==> config.mk <==
export PLATFORM = sky130hd
export DESIGN_NAME = mem_arbiter
export DESIGN_NICKNAME = d
export VERILOG_FILES = /design/src/verilog/fetch_pkg.sv /design/src/verilog/mem_arbiter.sv
export SDC_FILE = /design/constraint.sdc
export NUM_CORES = 1
export LEC_CHECK = 0
export ABC_AREA = 1
export BUFFER_PORTS_ARGS = -buffer_cell sky130_fd_sc_hd__buf_2
export CAP_MARGIN = 5
export CELL_PAD_IN_SITES_DETAIL_PLACEMENT = 1
export CELL_PAD_IN_SITES_GLOBAL_PLACEMENT = 1
export CORE_AREA = 2 2 160 162
export CTS_CLUSTER_DIAMETER = 40
export CTS_CLUSTER_SIZE = 16
export DETAILED_ROUTE_END_ITERATION = 16
export DIE_AREA = 0 0 162 164
export HOLD_SLACK_MARGIN = 0.15
export PLACE_DENSITY = 0.62
export SYNTH_ARGS = -nofsm -noshare
export SYNTH_HDL_FRONTEND = slang
export SYNTH_SLANG_ARGS = --single-unit
==> constraint.sdc <==
create_clock -name clock -period 1 [get_ports clock]
set_input_delay 0.1 -clock clock [delete_from_list [all_inputs] [get_ports clock]]
set_output_delay 0.1 -clock clock [all_outputs]
set_load 0.02 [all_outputs]
==> src/verilog/fetch_pkg.sv <==
`default_nettype none

package fetch_pkg;

	// uncached on-chip sram window.
	localparam logic [31:0] sram_base  = 32'h0f00_0000;
	localparam logic [31:0] sram_limit = 32'h0f00_2000;

	localparam int mem_index_bits   = 9; // doubleword index, addr[11:3].
	localparam int mem_depth        = 1 << mem_index_bits;
	localparam int mem_read_latency = 2;

	localparam int cache_index_bits = 4;
	localparam int cache_lines      = 1 << cache_index_bits;
	localparam int cache_tag_bits   = 32 - cache_index_bits - 2;

	localparam logic [1:0] resp_okay = 2'b00;
	localparam logic [1:0] resp_miss = 2'b10; // bit 1 flags the miss.

	// fetch unit states.
	localparam logic [2:0] st_idle     = 3'd0;
	localparam logic [2:0] st_lookup   = 3'd1;
	localparam logic [2:0] st_result   = 3'd2;
	localparam logic [2:0] st_mem      = 3'd3;
	localparam logic [2:0] st_mem_wait = 3'd4;
	localparam logic [2:0] st_refill   = 3'd5;
	localparam logic [2:0] st_done     = 3'd6;

	// one memory word, as a doubleword or as two instructions.
	typedef union packed {
		logic [63:0] dword;
		struct packed {
			logic [31:0] hi; // addr[2] set.
			logic [31:0] lo;
		} inst;
	} mem_word_t;

endpackage

`default_nettype wire

==> src/verilog/mem_arbiter.sv <==
`default_nettype none

module mem_arbiter import fetch_pkg::*; (
	input  logic        clock,
	input  logic        rst_n,
	input  logic        load_valid,
	input  logic [31:0] load_addr,
	input  logic [63:0] load_wdata,
	input  logic [7:0]  load_wstrb,
	output logic        load_ready,
	input  logic        fetch_valid,
	input  logic [31:0] fetch_addr,
	output logic        fetch_ready,
	output logic        fetch_rvalid,
	input  logic        data_valid,
	input  logic [31:0] data_addr,
	output logic        data_ready,
	output logic        data_rvalid,
	output mem_word_t   rdata,
	output logic        mem_req,
	output logic        mem_we,
	output logic [31:0] mem_addr,
	output logic [63:0] mem_wdata,
	output logic [7:0]  mem_wstrb,
	input  logic        mem_rvalid,
	input  logic [63:0] mem_rdata
);
	logic busy;   // read outstanding.
	logic owner;  // 1 = data port owns it.
	logic rr;     // 1 = data wins a tie.
	logic free;
	logic grant_load;
	logic grant_fetch;
	logic grant_data;

	assign free        = !busy || mem_rvalid;
	assign grant_load  = free && load_valid;
	assign grant_fetch = free && !load_valid && fetch_valid && (!data_valid || !rr);
	assign grant_data  = free && !load_valid && data_valid && (!fetch_valid || rr);

	assign load_ready  = grant_load;
	assign fetch_ready = grant_fetch;
	assign data_ready  = grant_data;

	assign mem_req   = grant_load || grant_fetch || grant_data;
	assign mem_we    = grant_load;
	assign mem_addr  = grant_load ? load_addr : (grant_data ? data_addr : fetch_addr);
	assign mem_wdata = load_wdata;
	assign mem_wstrb = load_wstrb;

	assign rdata        = mem_rdata;
	assign fetch_rvalid = mem_rvalid && busy && !owner;
	assign data_rvalid  = mem_rvalid && busy && owner;

	always_ff @(posedge clock) begin
		if (!rst_n) begin
			busy  <= 1'b0;
			owner <= 1'b0;
			rr    <= 1'b0;
		end else begin
			busy <= grant_fetch || grant_data || (busy && !mem_rvalid);
			if (grant_fetch || grant_data) begin
				owner <= grant_data;
				rr    <= grant_fetch; // other reader goes next.
			end
		end
	end

	assert property (@(posedge clock) disable iff (!rst_n)
		$onehot0({grant_load, grant_fetch, grant_data}))
		else $error("more than one memory grant");

	// memory answers only reads this arbiter has issued.
	assert property (@(posedge clock) disable iff (!rst_n) mem_rvalid |-> busy)
		else $error("memory read data with no read outstanding");

endmodule

`default_nettype wire

==> results.sh <==
export IMPL_leakage_nw=1.75
export IMPL_max_stage_delay_ps=330
export IMPL_rows=58
export IMPL_rr_worst_depth=7
export IMPL_cp_required_ps=900
export IMPL_drtIter0Drc=42
export IMPL_crit_type="reg -> out"
export IMPL_clock_fmax_mhz=649
export IMPL_drc=0
export IMPL_min_period_ps=1540
export IMPL_syn_nets=645
export IMPL_routed_wl_mm=10.5
export IMPL_slowest_stage="dfxtp_2"
export IMPL_cp_depth=7
export IMPL_cp_arrival_ps=1440
export IMPL_rsz0062_at_grt="true"
export IMPL_grt_max_degree=19
export IMPL_critPathCaptureType="primary output"
export IMPL_area_growth_pct=36.7
export IMPL_wire_per_inst_um=13.8
export IMPL_synth_seq_cells=3
export IMPL_crit_path_max_fanout=16
export IMPL_grtUsageTotal=0.0691
export IMPL_crit_top_cell="nand3_1"
export IMPL_worst_slack_ps=-542
export IMPL_cts_tree="yes"
export IMPL_routed_via_density=3.20
export IMPL_firstDrtPassIters=4
export IMPL_fillers=3097
export IMPL_maxCapViolations=0
export IMPL_fin_util=0.124
export IMPL_outcome="finished with violations"
export IMPL_max_clock_path_buffers=2
export IMPL_num_vias=2420
export IMPL_avgSynthCellArea_um2=5.52
export IMPL_final_antenna_net_count=0
export IMPL_drive_above_1_share=0.562
export IMPL_post_dp_hpwl_mm=8.16
export IMPL_yosysSeqAreaShare=0.0268
export IMPL_maxSlewHeadroom=0.820
export IMPL_finalCritPeriodShare=1.54
export IMPL_clkLatencyLatePin_ps=220
export IMPL_htree_levels=1
export IMPL_nNetsFinal=664
export IMPL_hold_ws_ps=200
export IMPL_clock_skew_ps=1.21
export IMPL_place_congestion=0.674
export IMPL_cts_sinks=3
export IMPL_grt_pass1_vias=2503
export IMPL_critPathTopFamily="buffers and inverters"
export IMPL_die_w_um=162
export IMPL_violations="negative setup slack"
export IMPL_yosys_warnings=0
export IMPL_coreArea_um2=24800
export IMPL_cts_buffers_inserted=3
export IMPL_hold_depth=0
export IMPL_crit_chain="inv_2, a21oi_4, buf_6, nand3_1, nand3_1, nand2_2, buf_4"
export IMPL_tightest_slew_ps=271
export IMPL_io_pins=413
export IMPL_hold_viol=0
export IMPL_worstHoldPathType="in -> out"
export IMPL_overflow=0
export IMPL_start_util=0.0904
export IMPL_syn_area_um2=2240
export IMPL_antenna_found_initial=3
export IMPL_grt_pass1_wl_mm=13.8
export IMPL_chipHeight_um=164
export IMPL_path_clk_slew_ps=30
export IMPL_die_area_um2=26600
export IMPL_clockRootBuffer="clkbuf_16"
export IMPL_portBuffers=140
export IMPL_synthesis_instances=407
export IMPL_synth_distinct_cells=16
export IMPL_crit_path_start_kind="flip-flop"
export IMPL_maxSlewViolCount=0
export IMPL_power_density_nw_per_um2=751
export IMPL_crit_buf_inv=3
export IMPL_peakVddDrop_v=0.000213
export IMPL_setup_viol=41
[final timing paths]
kind	endpoint	slack, ps	from
worst max-delay path	mem_addr[16]	-540	rr
worst min-delay path	mem_wdata[21]	200	load_wdata[21]
worst max register to register	rr	-200	rr
worst min register to register	owner	500	owner
[through the flow]
| step | power [mW] | setup TNS, ps | cells | setup WS, ps | area (um2) |
|---|---|---|---|---|---|
| final | 2.31 | -18520 | 757 | -542 | 3070 |
| after global routing | 2.47 | -21600 | 755 | -624 | 3060 |
| after CTS | 2.21 | -18450 | 748 | -548 | 2840 |
| after detailed placement | 1.38 | -11820 | 742 | -356 | 2520 |
| after global placement | 1.36 | -11150 | 742 | -355 | 2520 |
| after floorplan | 1.62 | -4200 | 407 | -152 | 2350 |
[layer usage]
layer / GRT usage / routed length, um
met1: 0.0619 / 3330
met2: 0.117 / 4970
met3: 0.0295 / 1260
met4: 0.0664 / 879
met5: 0 / 27
[worst register-to-register path, delay by kind of cell, from the launching register on]
family / cells / cell delay [ps]
compound gates: 2 / 250
buf+inv: 3 / 340
flops: 1 / 330
simple gates: 2 / 170
[state kept, by name, summed over array words and instances, names as in the netlist]
signal,flops
rr,1
busy,1
owner,1
[cell usage in the layout (no fill, tap or decap)]
master           n
buf_2          101
clkinv_4         1
dfxtp_1          1
nand3_1         53
nand4_1          1
dlygate4sd3_1    1
a21oi_2          2
inv_2            2
inv_4            1
nand2_1         58
nor2_2           1
nor2_1           1
diode_2          2
clkbuf_16        5
clkbuf_1         1
buf_6           22
a21oi_4          1
nand3_2         12
buf_4           29
nand2_4          4
nand2_2         43
nand3_4          1
buf_8            4
inv_6            1
inv_1           70
buf_12           7
dfxtp_2          2
[report_power, final]
| group | total, mW | switching [mW] | internal, mW |
|---|---|---|---|
| sequential | 0.138 | 0.00762 | 0.131 |
| combinational | 1.53 | 0.811 | 0.723 |
| clock | 0.633 | 0.107 | 0.526 |
| total | 2.31 | 0.925 | 1.38 |
[synth_stat cells]
cell | instances | share of area
buf_1 | 1 | 0.0017
dfxtp_1 | 3 | 0.027
a21oi_4 | 1 | 0.0072
inv_2 | 2 | 0.0033
nand2_1 | 102 | 0.17
buf_2 | 6 | 0.013
nor2_1 | 2 | 0.0033
inv_1 | 73 | 0.12
buf_6 | 3 | 0.015
nand2_4 | 1 | 0.0050
nand3_1 | 66 | 0.15
buf_4 | 140 | 0.47
nand2_2 | 2 | 0.0056
a21oi_1 | 2 | 0.0045
nand4_1 | 1 | 0.0028
clkbuf_1 | 2 | 0.0033
[area by class of cell]
type	count	area [um2]	share of cell area
Multi-Input combinational cell	177	985	0.321
Timing Repair Buffer	166	1230	0.401
Clock buffer	4	78.8	0.0257
Antenna cell	2	5.00	0.00163
Inverter	75	294	0.0958
Tap cell	330	413	0.135
Sequential cell	3	62.6	0.0204
[logic make-up after synthesis]
group                  after synthesis  share of synthesized area
AOI/OAI and AO/OA                    3                     0.0117
buffers and inverters              227                      0.627
DFF                                  3                     0.0268
and+or+nand+nor                    174                      0.334
[what timing repair did]
action	in CTS	in global routing
setup endpoints to repair	40	42
endpoints found under the hold margin	1	0
buffers inserted	1	5
hold buffers	1	0
pin swaps	1	3
resized for setup	75	33
gates cloned	0	2
Note: power is estimated with default switching activity, not from simulation.
