### src/verilog/fetch_pkg.sv
`default_nettype none

package fetch_pkg;

	// uncached on-chip sram window.
	localparam logic [31:0] sram_base  = 32'h0f00_0000;
	localparam logic [31:0] sram_limit = 32'h0f00_2000;

	localparam int mem_index_bits   = 9; // doubleword index, addr[11:3].
	localparam int mem_depth        = 1 << mem_index_bits;
	localparam int mem_read_latency = 2;

	localparam int cache_index_bits = 4;
	localparam int cache_lines      = 1 << cache_index_bits;
	localparam int cache_tag_bits   = 32 - cache_index_bits - 2;

	localparam logic [1:0] resp_okay = 2'b00;
	localparam logic [1:0] resp_miss = 2'b10; // bit 1 flags the miss.

	// fetch unit states.
	localparam logic [2:0] st_idle     = 3'd0;
	localparam logic [2:0] st_lookup   = 3'd1;
	localparam logic [2:0] st_result   = 3'd2;
	localparam logic [2:0] st_mem      = 3'd3;
	localparam logic [2:0] st_mem_wait = 3'd4;
	localparam logic [2:0] st_refill   = 3'd5;
	localparam logic [2:0] st_done     = 3'd6;

	// one memory word, as a doubleword or as two instructions.
	typedef union packed {
		logic [63:0] dword;
		struct packed {
			logic [31:0] hi; // addr[2] set.
			logic [31:0] lo;
		} inst;
	} mem_word_t;

endpackage

`default_nettype wire

### src/verilog/fetch_unit.sv
`default_nettype none

module fetch_unit import fetch_pkg::*; (
	input  logic        clock,
	input  logic        rst_n,
	input  logic        wb_valid,
	input  logic [31:0] pc,
	output logic [31:0] inst,
	output logic        idu_valid,
	output logic        lookup_valid,
	output logic [31:0] lookup_addr,
	input  logic        lookup_ready,
	input  logic        result_valid,
	input  logic [31:0] result_data,
	input  logic [1:0]  result_resp,
	output logic        result_ready,
	output logic        refill_valid,
	output logic [31:0] refill_addr,
	output logic [31:0] refill_data,
	input  logic        refill_ready,
	input  logic        done_valid,
	output logic        mem_valid,
	output logic [31:0] mem_addr,
	input  logic        mem_ready,
	input  logic        mem_rvalid,
	input  mem_word_t   mem_rdata,
	output logic [15:0] hit_count,
	output logic [15:0] miss_count
);
	logic [2:0]  state;
	logic [31:0] pc_q;
	logic        pc_sram;
	logic        hit;
	logic        miss;
	logic        mem_done;
	logic [31:0] mem_inst;

	function automatic logic in_sram(input logic [31:0] addr);
		return (addr >= sram_base) && (addr < sram_limit);
	endfunction

	assign pc_sram  = in_sram(pc_q);
	assign hit      = (state == st_result) && result_valid && !result_resp[1];
	assign miss     = (state == st_result) && result_valid && result_resp[1];
	assign mem_done = (state == st_mem_wait) && mem_rvalid;
	assign mem_inst = pc_q[2] ? mem_rdata.inst.hi : mem_rdata.inst.lo;

	assign lookup_valid = (state == st_lookup);
	assign lookup_addr  = pc_q;
	assign result_ready = 1'b1;
	assign mem_valid    = (state == st_mem);
	assign mem_addr     = pc_q;
	assign refill_valid = (state == st_refill);
	assign refill_addr  = pc_q;
	assign refill_data  = inst; // already holds the missed word.

	always_ff @(posedge clock) begin
		if (!rst_n) begin
			state <= st_idle;
		end else begin
			case (state)
			st_idle:     if (wb_valid) state <= in_sram(pc) ? st_mem : st_lookup;
			st_lookup:   if (lookup_ready) state <= st_result;
			st_result:   if (result_valid) state <= result_resp[1] ? st_mem : st_idle;
			st_mem:      if (mem_ready) state <= st_mem_wait;
			st_mem_wait: if (mem_rvalid) state <= pc_sram ? st_idle : st_refill;
			st_refill:   if (refill_ready) state <= st_done;
			st_done:     if (done_valid) state <= st_idle;
			default:     state <= st_idle;
			endcase
		end
	end

	always_ff @(posedge clock) begin
		if ((state == st_idle) && wb_valid) begin
			pc_q <= pc;
		end
		if (hit) begin
			inst <= result_data;
		end else if (mem_done) begin
			inst <= mem_inst;
		end
	end

	always_ff @(posedge clock) begin
		if (!rst_n) begin
			idu_valid  <= 1'b0;
			hit_count  <= '0;
			miss_count <= '0;
		end else begin
			idu_valid <= hit || mem_done;
			if (hit) hit_count <= hit_count + 16'd1;
			if (miss) miss_count <= miss_count + 16'd1;
		end
	end

	// writeback must wait for the previous fetch, refill included.
	assert property (@(posedge clock) disable iff (!rst_n) wb_valid |-> state == st_idle)
		else $error("wb_valid raised while a fetch is in flight");

	assert property (@(posedge clock) disable iff (!rst_n)
		lookup_valid && !lookup_ready |=> lookup_valid && $stable(lookup_addr))
		else $error("lookup request dropped before acceptance");

endmodule

`default_nettype wire

### config.mk
export PLATFORM = sky130hd
export DESIGN_NAME = fetch_unit
export DESIGN_NICKNAME = d
export VERILOG_FILES = /design/src/verilog/fetch_pkg.sv /design/src/verilog/fetch_unit.sv
export SDC_FILE = /design/constraint.sdc
export NUM_CORES = 1
export LEC_CHECK = 0
export BUFFER_PORTS_ARGS = -buffer_cell sky130_fd_sc_hd__buf_2
export CORE_AREA = 4 4 128 130
export CTS_BUF_LIST = sky130_fd_sc_hd__clkbuf_4
export DETAILED_ROUTE_END_ITERATION = 8
export DIE_AREA = 0 0 132 134
export HOLD_SLACK_MARGIN = 0.1
export PLACE_DENSITY = 0.76
export SYNTH_ARGS = -nofsm -noshare
export SYNTH_HDL_FRONTEND = slang
export SYNTH_SLANG_ARGS = --single-unit
### constraint.sdc
create_clock -name clock -period 8.3 [get_ports clock]
set_input_delay 1.66 -clock clock [delete_from_list [all_inputs] [get_ports clock]]
set_output_delay 1.66 -clock clock [all_outputs]
set_load 0.02 [all_outputs]
==> summary by stage <==
Status
The run finished with clean final reports.

Worst setup path
The peak fanout along the critical path is 15. The slack of the worst reg-to-reg path is roughly 5.9 ns. The worst register-to-register path has a depth of 4. STA classifies the critical path endpoint as a primary output. The kind of critical path is reg2out. The kind of start point of the critical path is a flop. Traced cell by cell, the critical path runs through nor2b_1, and2_1, buf_2. In this run the critical register-to-register path is launched from state[1]$_SDFFE_PN0P_. In this design, the largest share of critical-path delay is due to flip-flops.

The largest individual stage delay along the critical path comes from the cell sky130_fd_sc_hd__dfxtp_1. The reg-to-reg endpoint is miss_count[13]$_SDFFE_PN0P_. For this run, the slowest stage of the critical path takes around 0.7 ns. STA puts the critical path data required time at about 6.6 ns. The data arrival at the endpoint of the critical path is between 1.5 and 2 ns. The sum of buffers and inverters on the critical path is 1.

Synthesis
The post-synth design cell area is about 5200 sq um. For this run, the leading register cell type out of synthesis is sky130_fd_sc_hd__edfxtp_1. The flop and latch count out of synthesis is 100.

The post-synthesis area per instance is approximately 11 sq um. Summing the sequential cell areas from Yosys gives a little over 50% of the chip area. Yosys printed 0 warnings.

Synthesis produced ~500 cells. When the netlist entered floorplanning its net count stood at around 640. The distinct cell type count after synthesis is 44.

Yosys mapped a number of flops with a built-in enable equal to 64. The fraction of synthesis flops using an asynchronous set or reset pin is 0%.

Power
The static power due to leakage is about 3 nW. The total power per unit cell area is about 230 nW/um^2. The worst-case IR drop observed on VDD is approximately 0.12 mV.

Die
The area of the die is 17,690 sq um. For this configuration, the core starts out at a cell density of between 30% and 40%. From left edge to right edge, the die measures between 100 and 150 um. After floorplanning, the core was divided into between 40 and 50 placement rows. In this run the count of I/O pins placed on the die edge is 336. The die height is 134 um. The floorplan step defined a core boundary enclosing about 15,000 sq um.

Min path
The class of the tightest hold or removal check is reg2reg. The startpoint of the tightest hold check path is hit_count[15]$_SDFFE_PN0P_. The worst-case hold path end point is hit_count[15]$_SDFFE_PN0P_. The number of cells on the worst hold path is 2.

CTS
TritonCTS built the clock tree. After clock tree synthesis, the clock-pin slew on the worst setup and hold paths is 0.15 ns. The clock tree buffer depth is 2. The insertion delay of the later-clocked pin in the worst-skew pair is about 0.46 ns. Counting every sink on the clock net gives 100. The clock tree root driver cell is sky130_fd_sc_hd__clkbuf_4. The number of setup buffers added after CTS is 0. The number of hold buffers added after CTS was 0. The H-tree level count is 3.

After clock tree synthesis, the repair step resized 0 gates. The number of buffers inserted during clock tree synthesis is 9.

GRT
The via count of the first global-routing pass is ~4,100. Global routing consumed, over all layers together, between 10% and 20% of the routing resources. Global routing finished with a remaining overflow of 0. The first-pass GRT wire length is about 23,000 um. The number of antenna violations at the first check in global routing was 2. The pin count of the biggest net entering global routing is between 60 and 70.

STA
The clock skew is between 0.01 and 0.015 ns. Headroom to the max-slew limit came out at between 30% and 40%. The final hold violation count was 0. Setup repair after global routing left no endpoint under its margin. The fmax is roughly 300 MHz. The worst setup margin is 4.916 ns.

For the pin with the worst max-slew slack, the measured transition is 1.035 ns. Setup violations remaining at the end of the flow were counted as 0. In the final timing run, aggregate negative setup slack is 0 ns. After layout, the minimum clock period comes to between 3 and 4 ns. The number of pins exceeding their max-slew limit in the final report came to 0. The final cycle utilization of the critical path is around 40%.

Drt
Using the TritonRoute via totals, the vias-per-cell ratio works out to between 4 and 5. The via count of the routed design is ~4,500. The detailed router's first-iteration violation count is ~260. For this run, the detailed router's first-pass iteration total came to 4. The number of nets with antenna violations after detailed routing is 0. The average wire per standard cell is between 15 and 20 um. After detailed routing, the number of remaining DRC violations is 0. The routed wire length is between 15,000 and 20,000 um.

Finish
From synthesis to final layout, the design area changed by 23.76%. The utilization of the core after routing is 42.73%. The leading cell type in the layout, fill and taps excluded is sky130_fd_sc_hd__buf_2. The number of nets in the final layout is 867. In the layout the commonest cells are sky130_fd_sc_hd__buf_2, sky130_fd_sc_hd__edfxtp_1, sky130_fd_sc_hd__a21oi_1.

In the final layout, the share of cells above drive strength 1 is around 50%. The final non-filler cell total is 920. The count of fill cells added during filler insertion is approximately 1,500.

Place
The post-DP HPWL is around 13,000 um. Timing analysis after detailed placement gives a worst setup slack of between 4 and 5 ns. In this run the tool buffered the top-level ports with ~330 buffer cells. The number of placed instances, taps included, is approximately 900. The weighted congestion reported at the end of routability-driven placement is approximately 0.83.

Flow run
Max-cap violations in this run came to 0.
-- flip-flops by register name (all words and copies together) (netlist names) --
register and flops:
hit_count 16, idu_valid 1, inst 32, lookup_addr 32, miss_count 16, state 3
-- area by class of cell --
class | count | area [sq um] | share of cell area, %
clock inverter | 7 | 43.79 | 0.6767
multi-input combinational | 271 | 1757 | 27.15
antenna | 1 | 2.502 | 0.03867
tap | 188 | 235.2 | 3.635
inverter | 7 | 26.28 | 0.4060
timing repair buffer | 337 | 1697 | 26.22
sequential | 100 | 2643 | 40.84
clock buffer | 9 | 67.56 | 1.044
-- power by group --
group / switching, W / internal (W) / total (W)
clock network: 0.000166 / 0.0000597 / 0.000226
registers: 0.0000721 / 0.000624 / 0.000696
logic: 0.000377 / 0.000192 / 0.000569
-- metal layers --
| layer | wire [um] | track usage [%] |
|---|---|---|
| met1 | 6470 | 20.52 |
| met3 | 1194 | 4.764 |
| met2 | 8102 | 28.48 |
| met4 | 231 | 6.068 |
| met5 | 0 | 0 |
-- worst reg2reg max path: stages, from the launching register on --
cell and delay, ns:
sky130_fd_sc_hd__dfxtp_1 0.68, sky130_fd_sc_hd__and3b_2 0.45, sky130_fd_sc_hd__nand4_1 0.46, sky130_fd_sc_hd__or4_1 0.62
sky130_fd_sc_hd__a21oi_1 0.15
-- cells in the mapped netlist (all sizes together), types with 2 or more instances --
cell type	instances	share of area (%)
mux2i	34	6.5
nor2b	4	0.48
and2	8	0.96
and4	3	0.50
buf	104	15
o31ai	14	2.0
inv	7	0.50
nand2	12	0.86
nand3	9	1.2
dfxtp	36	14
or3	9	1.1
or4	12	1.7
and4b	2	0.38
xnor2	2	0.34
edfxtp	64	37
nor4b	3	0.50
xor2	7	1.2
nor4	6	0.72
o21ai	11	1.1
nand4	13	1.6
nand2b	3	0.36
ha	2	0.48
o22ai	2	0.24
a21oi	55	5.3
clkbuf	15	1.1
nor2	47	3.4
-- through the flow --
step           hold slack, ns  total power [W]  area (sq um)
2_1_floorplan          0.5378         0.001166          5229
4_1_cts                0.4856         0.001514          6469
3_5_place_dp           0.4540         0.001282          6357
3_3_place_gp           0.4545         0.001272          6357
5_1_grt                0.5262         0.001569          6471
6_report               0.4857         0.001492          6471
-- worst max path at each step --
stage                     startpoint                     endpoint  depth (start not counted)
6_report       state[0]$_SDFFE_PN0P_                 lookup_valid                          3
5_1_grt        state[0]$_SDFFE_PN0P_                 lookup_valid                          3
4_1_cts        state[0]$_SDFFE_PN0P_                 lookup_valid                          3
3_5_place_dp            result_valid  miss_count[13]$_SDFFE_PN0P_                          5
3_3_place_gp            result_valid  miss_count[15]$_SDFFE_PN0P_                          5
2_1_floorplan               wb_valid     lookup_addr[0]$_DFFE_PP_                          1
-- cells by family (layout without fill, tap and decap cells) --
family | count (synthesis) | count (layout) | synth area share (%)
AO/OA/AOI/OAI | 85 | 85 | 9.069
XOR/XNOR | 9 | 9 | 1.508
adder cells (fa/ha/maj) | 2 | 2 | 0.4785
buffers and inverters | 126 | 360 | 16.30
flip-flops | 100 | 100 | 50.54
multiplexers | 36 | 36 | 7.155
other | 1 | 2 | 0.07172
AND/OR/NAND/NOR | 138 | 138 | 14.88
(Power assumes the default switching activity.)
