`config.mk`:
```
export PLATFORM = sky130hd
export DESIGN_NAME = inst_cache
export DESIGN_NICKNAME = d
export VERILOG_FILES = /design/src/verilog/fetch_pkg.sv /design/src/verilog/inst_cache.sv
export SDC_FILE = /design/constraint.sdc
export NUM_CORES = 1
export LEC_CHECK = 0
export ABC_AREA = 0
export BUFFER_PORTS_ARGS = -buffer_cell sky130_fd_sc_hd__buf_4
export CAP_MARGIN = 25
export CORE_MARGIN = 5
export CORE_UTILIZATION = 48
export DETAILED_ROUTE_END_ITERATION = 10
export HOLD_SLACK_MARGIN = 0.12
export PLACE_DENSITY_LB_ADDON = 0.3
export SETUP_SLACK_MARGIN = 0.5
export SKIP_LAST_GASP = 1
export SYNTH_ARGS = -nofsm -noshare
export SYNTH_HDL_FRONTEND = slang
export SYNTH_SLANG_ARGS = --single-unit
export TNS_END_PERCENT = 30
```
`constraint.sdc`:
```
create_clock -name clock -period 15.3 [get_ports clock]
set_input_delay 0 -clock clock [delete_from_list [all_inputs] [get_ports clock]]
set_output_delay 0 -clock clock [all_outputs]
set_load 0.02 [all_outputs]
```
`src/verilog/fetch_pkg.sv`:
```
`default_nettype none

package fetch_pkg;

	// uncached on-chip sram window.
	localparam logic [31:0] sram_base  = 32'h0f00_0000;
	localparam logic [31:0] sram_limit = 32'h0f00_2000;

	localparam int mem_index_bits   = 9; // doubleword index, addr[11:3].
	localparam int mem_depth        = 1 << mem_index_bits;
	localparam int mem_read_latency = 2;

	localparam int cache_index_bits = 4;
	localparam int cache_lines      = 1 << cache_index_bits;
	localparam int cache_tag_bits   = 32 - cache_index_bits - 2;

	localparam logic [1:0] resp_okay = 2'b00;
	localparam logic [1:0] resp_miss = 2'b10; // bit 1 flags the miss.

	// fetch unit states.
	localparam logic [2:0] st_idle     = 3'd0;
	localparam logic [2:0] st_lookup   = 3'd1;
	localparam logic [2:0] st_result   = 3'd2;
	localparam logic [2:0] st_mem      = 3'd3;
	localparam logic [2:0] st_mem_wait = 3'd4;
	localparam logic [2:0] st_refill   = 3'd5;
	localparam logic [2:0] st_done     = 3'd6;

	// one memory word, as a doubleword or as two instructions.
	typedef union packed {
		logic [63:0] dword;
		struct packed {
			logic [31:0] hi; // addr[2] set.
			logic [31:0] lo;
		} inst;
	} mem_word_t;

endpackage

`default_nettype wire

```
`src/verilog/inst_cache.sv`:
```
`default_nettype none

module inst_cache import fetch_pkg::*; (
	input  logic        clock,
	input  logic        rst_n,
	input  logic        lookup_valid,
	input  logic [31:0] lookup_addr,
	output logic        lookup_ready,
	output logic        result_valid,
	output logic [31:0] result_data,
	output logic [1:0]  result_resp,
	input  logic        result_ready,
	input  logic        refill_valid,
	input  logic [31:0] refill_addr,
	input  logic [31:0] refill_data,
	output logic        refill_ready,
	output logic        done_valid
);
	logic [cache_lines-1:0]      line_valid;
	logic [cache_tag_bits-1:0]   tag_arr [cache_lines];
	logic [31:0]                 data_arr [cache_lines];
	logic [cache_index_bits-1:0] lk_idx;
	logic [cache_tag_bits-1:0]   lk_tag;
	logic [cache_index_bits-1:0] rf_idx;
	logic [cache_tag_bits-1:0]   rf_tag;
	logic                        lk_fire;
	logic                        rf_fire;

	assign lk_idx = lookup_addr[cache_index_bits+1:2];
	assign lk_tag = lookup_addr[31:cache_index_bits+2];
	assign rf_idx = refill_addr[cache_index_bits+1:2];
	assign rf_tag = refill_addr[31:cache_index_bits+2];

	assign lookup_ready = !result_valid; // busy while a result is pending.
	assign refill_ready = !done_valid;
	assign lk_fire      = lookup_valid && lookup_ready;
	assign rf_fire      = refill_valid && refill_ready;

	always_ff @(posedge clock) begin
		if (!rst_n) begin
			line_valid   <= '0;
			result_valid <= 1'b0;
			done_valid   <= 1'b0;
		end else begin
			result_valid <= lk_fire || (result_valid && !result_ready);
			done_valid   <= rf_fire;
			if (rf_fire) line_valid[rf_idx] <= 1'b1;
		end
	end

	always_ff @(posedge clock) begin
		if (rf_fire) begin
			tag_arr[rf_idx]  <= rf_tag;
			data_arr[rf_idx] <= refill_data;
		end
		if (lk_fire) begin
			result_data <= data_arr[lk_idx];
			result_resp <= (line_valid[lk_idx] && (tag_arr[lk_idx] == lk_tag)) ?
				resp_okay : resp_miss;
		end
	end

	// requester keeps result_ready high, so results are single pulses.
	assert property (@(posedge clock) disable iff (!rst_n) result_valid |=> !result_valid)
		else $error("result_valid held for two cycles");

endmodule

`default_nettype wire

```
==> impl_metrics.yaml, run 1 <==
floorplanning:
  core_um2: 77470
  core.rowCount: 102
  dieArea_um2: 83830
  initial_core_util_pct: 48.42
  ios: 139
  die_y_um: 289.5
  die-width_um: 289.5
clock_tree:
  cts_sinks: 979
  cts-buffers-inserted: 97
  cts_tree: "yes"
  cts_resized: 0
  cts-root-buf: "clkbuf_16"
  htree_levels: 3
  ctsLongestPathBuffers: 3
  path_clk_slew_ps: 60
  postCtsSetupRepairBufs: 0
  clk_latency_ps: 650
  ctsHoldBuffers: 71
timing:
  whs_ps: 182.2
  final.setup.worst_slack_ps: 10570
  fmax_mhz: 211.3
  setup_viol: 0
  worstMarginPinSlew_ps: 1040
  finalCritPeriodShare_pct: 30.93
  hold_violations: 0
  final-max-slew-violation-count: 0
  rsz0062_at_grt: "false"
  tns_ps: 0
  period_minus_slack_ps: 4732
  slew_headroom_pct: 30.69
  clock_skew_ps: 12.94
grt:
  grt_overflow: 0
  antenna_found_initial: 11
  grt_max_degree: 80
  grt_usage_pct: 20.05
  grt_first_pass_wirelength_mm: 122.4
  grt_pass1_vias: 18254
pwr:
  cellLeakagePower_nw: 13.88
  power.total_mw: 5.579
  p_per_area_nw_per_um2: 128.2
  peakVddDrop_v: 0.00009208
job:
  maxCapViolCount: 0
synthesis:
  yosys.area_share.simple_pct: 1.118
  synth.cell_area_um2: 37510
  synth_seq_cells: 979
  synth_top_family_by_area: "multiplexers"
  muxShareOfSynthArea_pct: 17.51
  synth-edff-count: 961
  async_reset_ff_share_pct: 0
  ys_top_cells_by_count: "961 x edfxtp_1, 271 x mux4_2, 44 x mux2i_1, 28 x buf_2, 23 x nor2_1"
  synth_compound_area_share_pct: 1.414
  ys_seq_area_share_pct: 77.90
  synthAdderAreaFrac_pct: 0
  avgSynthCellArea_um2: 24.01
  synth_top_area_cell: "edfxtp_1"
  synth_xor_area_share_pct: 0.5604
  synth_cell_types: 59
  synth_top_cells_by_area: "edfxtp_1 77%, mux4_2 16%, mux2i_1 1.2%"
  syn_nets: 1663
  ys.flop_type: "edfxtp_1"
  synth_top_area_share_pct: 76.94
  synth_most_common_cell: "edfxtp_1"
  yosys_warnings: 0
  synth_cells: 1562
worst_setup_path:
  crit_fanout: 79
  path_class: "primary input to flip-flop"
  cp-start-kind: "primary input"
  end_kind: "flip-flop"
  cp.arrival_ps: 5120
  crit_required_ps: 15690
final_layout:
  drive_above_1_share_pct: 31.70
  layout.cells.non_filler: 2943
  syn_to_final_growth_pct: 16.01
  finalNetCount: 1926
route:
  dr.pass1.iters: 5
  wl_per_cell_um: 28.18
  vias: 17227
  drc: 0
  drt_wl_total_mm: 82.93
  antenna_left: 0
  drt_iter0_drc: 1721
  viasPerCell: 5.854
placed_design:
  gp_congestion: 0.7986
  io_buffers: 133
  dp_slack_ps: 10640
  hpwlAfterDp_mm: 42.47
  place_inst: 2695
min_path:
  hold_path_class: "primary input to flip-flop"
outcome:
  status: "completed"
-- state kept, by name, summed over array words and instances (netlist names) --
signal        cells
tag_arr         416
data_arr        512
result_data      32
line_valid       16
result_resp       1
result_valid      1
done_valid        1
-- path summary, 6_finish.rpt --
kind / start / to / slack [ps] / depth (start not counted)
worst max-delay path: lookup_addr[2] / result_resp[1]$_DFFE_PP_ / 10570 / 11
worst min-delay path: result_ready / result_valid$_SDFF_PN0_ / 180 / 4
worst max register to register: tag_arr[6][5]$_DFFE_PP_ / result_resp[1]$_DFFE_PP_ / 11840 / 8
worst min register to register: line_valid[9]$_SDFFE_PN0P_ / line_valid[9]$_SDFFE_PN0P_ / 460 / 1
-- kinds of logic after synthesis --
family	Yosys count
compound gates	67
simple gates	83
mux	317
flops	979
xor+xnor	24
other cells	1
buf+inv	91
-- metrics by stage --
stage	instance area, µm²	util (%)
floorplan	37510	-
global placement	39710	51.26
detailed placement	39740	51.30
CTS	43500	56.16
global route	43510	56.16
finish	43510	56.17
-- layer usage --
metal  vias to the layer above  GRT usage [%]  share of wire (%)
met5                         -              0               0.13
met4                        14          5.148                2.5
met3                       150          4.016                6.1
met2                       571          32.83                 50
met1                      9257          28.25                 41
li1                       7235              -                  -
-- layout make-up --
class / count / area, µm²
clock inverters: 51 / 459.2
clock buffers: 122 / 2595
flip-flops and latches: 979 / 29220
diodes: 4 / 10.01
well taps: 1040 / 1301
repair buffers: 241 / 2026
inverters: 14 / 56.30
fillers: 5678 / 33950
multi-input cells: 492 / 7848
-- power breakdown --
| group | switching [mW] | internal (mW) |
|---|---|---|
| clock | 0.959 | 1.32 |
| combinational | 0.173 | 0.137 |
| sequential | 0.00897 | 2.98 |
-- cells in the final DEF, fill, tap and decap left out, drive strengths merged, types with 4 or more instances in the layout --
| cell | n |
|---|---|
| buf | 170 |
| bufinv | 7 |
| clkbuf | 122 |
| clkinv | 43 |
| dfxtp | 18 |
| diode | 4 |
| dlygate4sd3 | 71 |
| edfxtp | 961 |
| inv | 14 |
| mux2i | 44 |
| mux4 | 271 |
| nand2 | 19 |
| nand2b | 6 |
| nand3 | 6 |
| nand4 | 6 |
| nor2 | 23 |
| nor2b | 4 |
| nor3 | 6 |
| o21a | 16 |
| o21ai | 8 |
| o22ai | 9 |
| o32ai | 4 |
| xnor2 | 19 |
| xor2 | 5 |
-- critical path, stage by stage --
cell           delay (ps)
buf_8                 570
buf_4                 810
buf_4                 790
inv_4                 370
mux2i_1               520
a311oi_1              110
a31o_2                250
nor4_1                320
dlygate4sd3_1         610
nand4_1                90
dlygate4sd3_1         570
Power figures use the tool's default switching activity.
==> run 2: changes to the inputs <==
Clock period 15.3 ns to 4.6 ns, I/O delays scaled along.
==> run 2 against run 1 <==
Effect of this change:
- via count is 0.38% higher
- setup slack got worse by 9800 ps
- wire length is 0.49% higher
- die area did not move
- largest cell class unchanged
- first-iteration DRC count is 2.1% lower
- worst hold slack got worse by 14 ps
- clock skew grew 4.1 ps
- sequential share of layout area decreased by 0.17 points
- clock power grew to 3.3 times the previous value
==> impl_metrics.yaml, run 2 (same netlist as run 1, synthesis figures left out) <==
timing:
  fmax_mhz: 263.7
  whs_ps: 168.1
  clock_skew_ps: 17.05
  final-max-slew-violation-count: 0
  hold_violations: 0
  worstMarginPinSlew_ps: 1034
  period_minus_slack_ps: 3793
  finalCritPeriodShare_pct: 82.45
  slew_headroom_pct: 30.92
  rsz0062_at_grt: "false"
  setup_viol: 0
pwr:
  peakVddDrop_v: 0.0003094
  cellLeakagePower_nw: 13.86
  power.total_mw: 18.55
  p_per_area_nw_per_um2: 425.2
clock_tree:
  cts-buffers-inserted: 97
  clk_latency_ps: 640
  htree_levels: 3
  cts_sinks: 979
  path_clk_slew_ps: 60
  cts_resized: 0
  ctsLongestPathBuffers: 3
  cts-root-buf: "clkbuf_16"
  cts_tree: "yes"
worst_setup_path:
  cp-start-kind: "primary input"
  path_cells: "buf_6 > buf_12 > mux4_2 > mux2i_1 > a21oi_1 > dlygate4sd3_1 > nand2_1 > dlygate4sd3_1 > a22oi_1 > dlygate4sd3_1 > nand4_1 > dlygate4sd3_1"
  path_class: "primary input to flip-flop"
  rrSetupSlack_ps: 810
  r2r-start: "tag_arr[5][9]$_DFFE_PP_"
  crit_family: "buffers and inverters"
  crit_required_ps: 4980
  worst-path-buf-inv: 6
  crit_fanout: 76
  reg2reg_depth: 10
  cp.arrival_ps: 4170
  timing.rr.end: "result_resp[1]$_DFFE_PP_"
  slowest_stage: "buf_6"
  cpMostUsedCell: "dlygate4sd3_1"
  max_stage_delay_ps: 620
  end_kind: "flip-flop"
grt:
  grt_overflow: 0
  antenna_found_initial: 14
  grt_usage_pct: 20.18
  grt_pass1_vias: 18344
  grt_first_pass_wirelength_mm: 122.6
  grt_max_degree: 124
final_layout:
  post-route-util_pct: 56.31
  finalNetCount: 1921
  largest_reg_flops: 512
  regMostFlops: "data_arr"
  largestRegisters: "data_arr: 512 flops, tag_arr: 416 flops, result_data: 32 flops"
  final_cell_mix: "961 x edfxtp_1, 271 x mux4_2, 148 x buf_4"
  drive_above_1_share_pct: 31.10
  layout_commonest_cell: "edfxtp_1"
  syn_to_final_growth_pct: 16.31
route:
  wl_per_cell_um: 28.33
  drt_wl_total_mm: 83.34
  antenna_left: 0
  drt_iter0_drc: 1685
  dr.pass1.iters: 5
  drc: 0
  viasPerCell: 5.878
  vias: 17293
floorplanning:
  die-width_um: 289.5
  die_y_um: 289.5
  dieArea_um2: 83830
  initial_core_util_pct: 48.42
  core_um2: 77470
  ios: 139
  core.rowCount: 102
placed_design:
  io_buffers: 133
  hpwlAfterDp_mm: 42.62
  gp_congestion: 0.8112
min_path:
  hold_start: "refill_addr[2]"
  hold_depth: 3
  hold_path_class: "primary input to flip-flop"
  min_to: "tag_arr[12][5]$_DFFE_PP_"
outcome:
  status: "completed"
job:
  maxCapViolCount: 0
-- run 2: cell count changes in the layout (fill, tap and decap cells not counted), moves of 3 or more --
cell       previous run  this run
clkinv_1             20        17
buf_4               166       148
diode_2               4         8
clkinv_2             20        11
clkbuf_1             21        33
clkbuf_16           100        97
buf_12                0        15
-- run 2: layer usage --
layer	vias to the layer above	global-route usage [%]	part of all wire, %
met5	-	0	0.066
met4	8	4.957	2.2
met3	140	3.882	6.5
met2	595	33.69	51
met1	9311	28.03	41
li1	7239	-	-
-- run 2: tightest hold or removal path: stages --
cell and delay [ps]:
buf_4 90, or3b_2 260, nor2_4 220
-- run 2: layout make-up --
cell class | instances | area (µm²)
fill | 5667 | 33840
sequential | 979 | 29220
multi-input combinational | 492 | 7860
clock buffer | 130 | 2551
timing repair buffer | 236 | 2153
tap | 1040 | 1301
clock inverter | 43 | 464.2
inverter | 14 | 56.30
antenna | 8 | 20.02
-- run 2: power breakdown --
| group | internal, mW | leakage (nW) | switching, mW |
|---|---|---|---|
| sequential | 9.93 | 8.83 | 0.0325 |
| clock | 4.39 | 1.45 | 3.17 |
| combinational | 0.461 | 3.57 | 0.574 |
-- run 2: metrics by stage --
step                      setup slack (ps)  area, µm²  TNS [ps]  instances
after floorplan                     -724.9      37520    -84870       1562
after global placement                1527      39890         0       2691
after detailed placement              1517      39890         0       2691
after CTS                            828.7      43600         0       2934
after global routing                 576.0      43610         0       2938
final                                807.3      43620         0       2942
-- run 2: what timing repair did --
action,CTS,global route
buffers inserted,0,0
setup endpoints to repair,0,0
hold buffers,70,0
endpoints found under the hold margin,1020,0
-- run 2: worst max-delay path by stage --
stage | from | to | slack [ps] | cells after the start
2_1_floorplan | done_valid$_SDFF_PN0_ | data_arr[3][0]$_DFFE_PP_ | -720 | 3
6_report | lookup_addr[4] | result_resp[1]$_DFFE_PP_ | 810 | 12
4_1_cts | tag_arr[0][9]$_DFFE_PP_ | result_resp[1]$_DFFE_PP_ | 830 | 10
3_5_place_dp | lookup_addr[2] | result_data[28]$_DFFE_PP_ | 1520 | 5
5_1_grt | lookup_addr[2] | result_resp[1]$_DFFE_PP_ | 580 | 12
3_3_place_gp | lookup_addr[2] | result_data[28]$_DFFE_PP_ | 1530 | 5
==> run 3: changes to the inputs <==
Clock period 4.6 ns to 3.7 ns, I/O delays scaled along.
==> run 3 against run 2 <==
Effect of this change:
- first-iteration DRC count up 3.7%
- final cell count rose by 0.71%
- highest routed layer unchanged
- via count barely moved
==> impl_metrics.yaml, run 3 (same netlist as run 1, synthesis figures left out) <==
outcome:
  status: "completed"
grt:
  grtUsageMet2_pct: 34.42
  grt_first_pass_wirelength_mm: 122.8
  grt_pass1_vias: 18359
  use_met3_pct: 3.686
  use_met1_pct: 27.44
  grt_max_degree: 99
  antenna_found_initial: 9
  grt_overflow: 0
  busiest_layer: "met2"
  grt_usage_pct: 20.17
clock_tree:
  path_clk_slew_ps: 60
  clk_latency_ps: 650
  cts-root-buf: "clkbuf_16"
  cts_tree: "yes"
  cts_sinks: 979
  cts-buffers-inserted: 95
  ctsLongestPathBuffers: 3
  postCtsSetupRepairBufs: 0
  htree_levels: 3
timing:
  worstMarginPinSlew_ps: 879.9
  setup_viol: 0
  fmax_mhz: 319.8
  final-max-slew-violation-count: 0
  slew_headroom_pct: 41.14
  finalCritPeriodShare_pct: 84.52
  rsz0062_at_grt: "false"
  clock_skew_ps: 26.07
  hold_violations: 0
  period_minus_slack_ps: 3127
worst_setup_path:
  rrSetupSlack_ps: 570
  cp.arrival_ps: 3480
  crit_required_ps: 4050
  end_kind: "flip-flop"
  cp-startpoint: "tag_arr[6][13]$_DFFE_PP_"
  reg2reg_depth: 7
  timing.rr.end: "result_resp[1]$_DFFE_PP_"
  path_class: "flip-flop to flip-flop"
  crit_fanout: 2
  cp-endpoint: "result_resp[1]$_DFFE_PP_"
  r2r-start: "tag_arr[6][13]$_DFFE_PP_"
  cp-start-kind: "flip-flop"
route:
  antenna_left: 0
  drt_wl_total_mm: 83.07
  drt_iter0_drc: 1747
  drc: 0
  viasPerCell: 5.835
  dr.pass1.iters: 5
  vias: 17290
  wl_per_cell_um: 28.04
final_layout:
  layout_commonest_cell: "edfxtp_1"
  stdcell_area_um2: 43770
  finalNetCount: 1947
  multi_input_area_um2: 7885
  largestRegisters: "data_arr: 512 flops, tag_arr: 416 flops, result_data: 32 flops"
  syn_to_final_growth_pct: 16.71
  largest_reg_flops: 512
  layout.cells.non_filler: 2963
  final_cell_mix: "961 x edfxtp_1, 271 x mux4_2, 155 x buf_4"
  post-route-util_pct: 56.51
  drive_above_1_share_pct: 31.21
  regMostFlops: "data_arr"
  n_fill_cell: 5644
  register_area_um2: 29220
placed_design:
  place_inst: 2703
  hpwlAfterDp_mm: 42.57
  gp_congestion: 0.7778
  io_buffers: 133
  placed_area_um2: 40050
min_path:
  hold_start: "refill_addr[6]"
  hold_path_class: "primary input to flip-flop"
pwr:
  peakVddDrop_v: 0.0004422
  cellLeakagePower_nw: 13.93
  p_per_area_nw_per_um2: 516.4
  power.total_mw: 22.60
job:
  maxCapViolCount: 0
floorplanning:
  initial_core_util_pct: 48.42
  core.rowCount: 102
  ios: 139
  die_y_um: 289.5
  core_um2: 77470
  dieArea_um2: 83830
  die-width_um: 289.5
[run 3: changes by cell type in the layout (fill, tap and decap cells not counted), sizes merged]
cell,before,now
buf,166,178
bufinv,9,2
clkbuf,130,127
clkinv,31,38
clkinvlp,3,0
diode,8,4
dlygate4sd3,70,86
inv,14,17
[run 3: worst min path at each step]
stage          slack, ps  depth (start not counted)                       end
5_1_grt              200                          4   result_valid$_SDFF_PN0_
3_5_place_dp         250                          2   result_valid$_SDFF_PN0_
6_report             200                          2   tag_arr[6][0]$_DFFE_PP_
3_3_place_gp         230                          2   result_valid$_SDFF_PN0_
4_1_cts              150                          4   result_valid$_SDFF_PN0_
2_1_floorplan        100                          0  data_arr[0][0]$_DFFE_PP_
[run 3: layer usage]
layer / routed length [µm] / share of wire [%]
met5: 48 / 0.058
met4: 1989 / 2.4
met3: 4685 / 5.6
met2: 42710 / 51
met1: 33630 / 40
[run 3: report_power, final]
part           internal (mW)  switching (mW)  leakage [nW]
Clock                   5.00            3.90          1.39
Combinational          0.595           0.724          3.71
Sequential              12.3          0.0403          8.83
Total                   17.9            4.67          13.9
[run 3: layout make-up]
cell class	count	share of cell area [%]
Inverter	14	0.1286
Antenna cell	4	0.02287
Clock buffer	127	5.871
Timing Repair Buffer	264	5.634
Multi-Input combinational cell	492	18.01
Clock inverter	43	0.6088
Tap cell	1040	2.973
Sequential cell	979	66.75
[run 3: repair_timing]
| action | 4_1_cts | 5_1_grt |
|---|---|---|
| endpoints found under the hold margin | 1086 | 0 |
| hold buffers | 86 | 0 |
| setup endpoints to repair | 0 | 1 |
| resized for setup | 0 | 2 |
[run 3: stage by stage]
stage	hold WS [ps]	setup slack, ps	TNS [ps]
2_1_floorplan	98.87	-385.2	-122550
3_3_place_gp	234.5	805.6	0
3_5_place_dp	248.2	759.6	0
4_1_cts	146.1	558.0	0
5_1_grt	195.4	514.4	0
6_report	204.7	572.8	0
[run 3: worst max-delay path, cell delays in order (launching register included)]
cell	delay, ps
edfxtp_1	370
mux4_2	480
mux2i_1	280
o221ai_1	180
dlygate4sd3_1	580
o31ai_1	250
dlygate4sd3_1	610
nand4_1	100
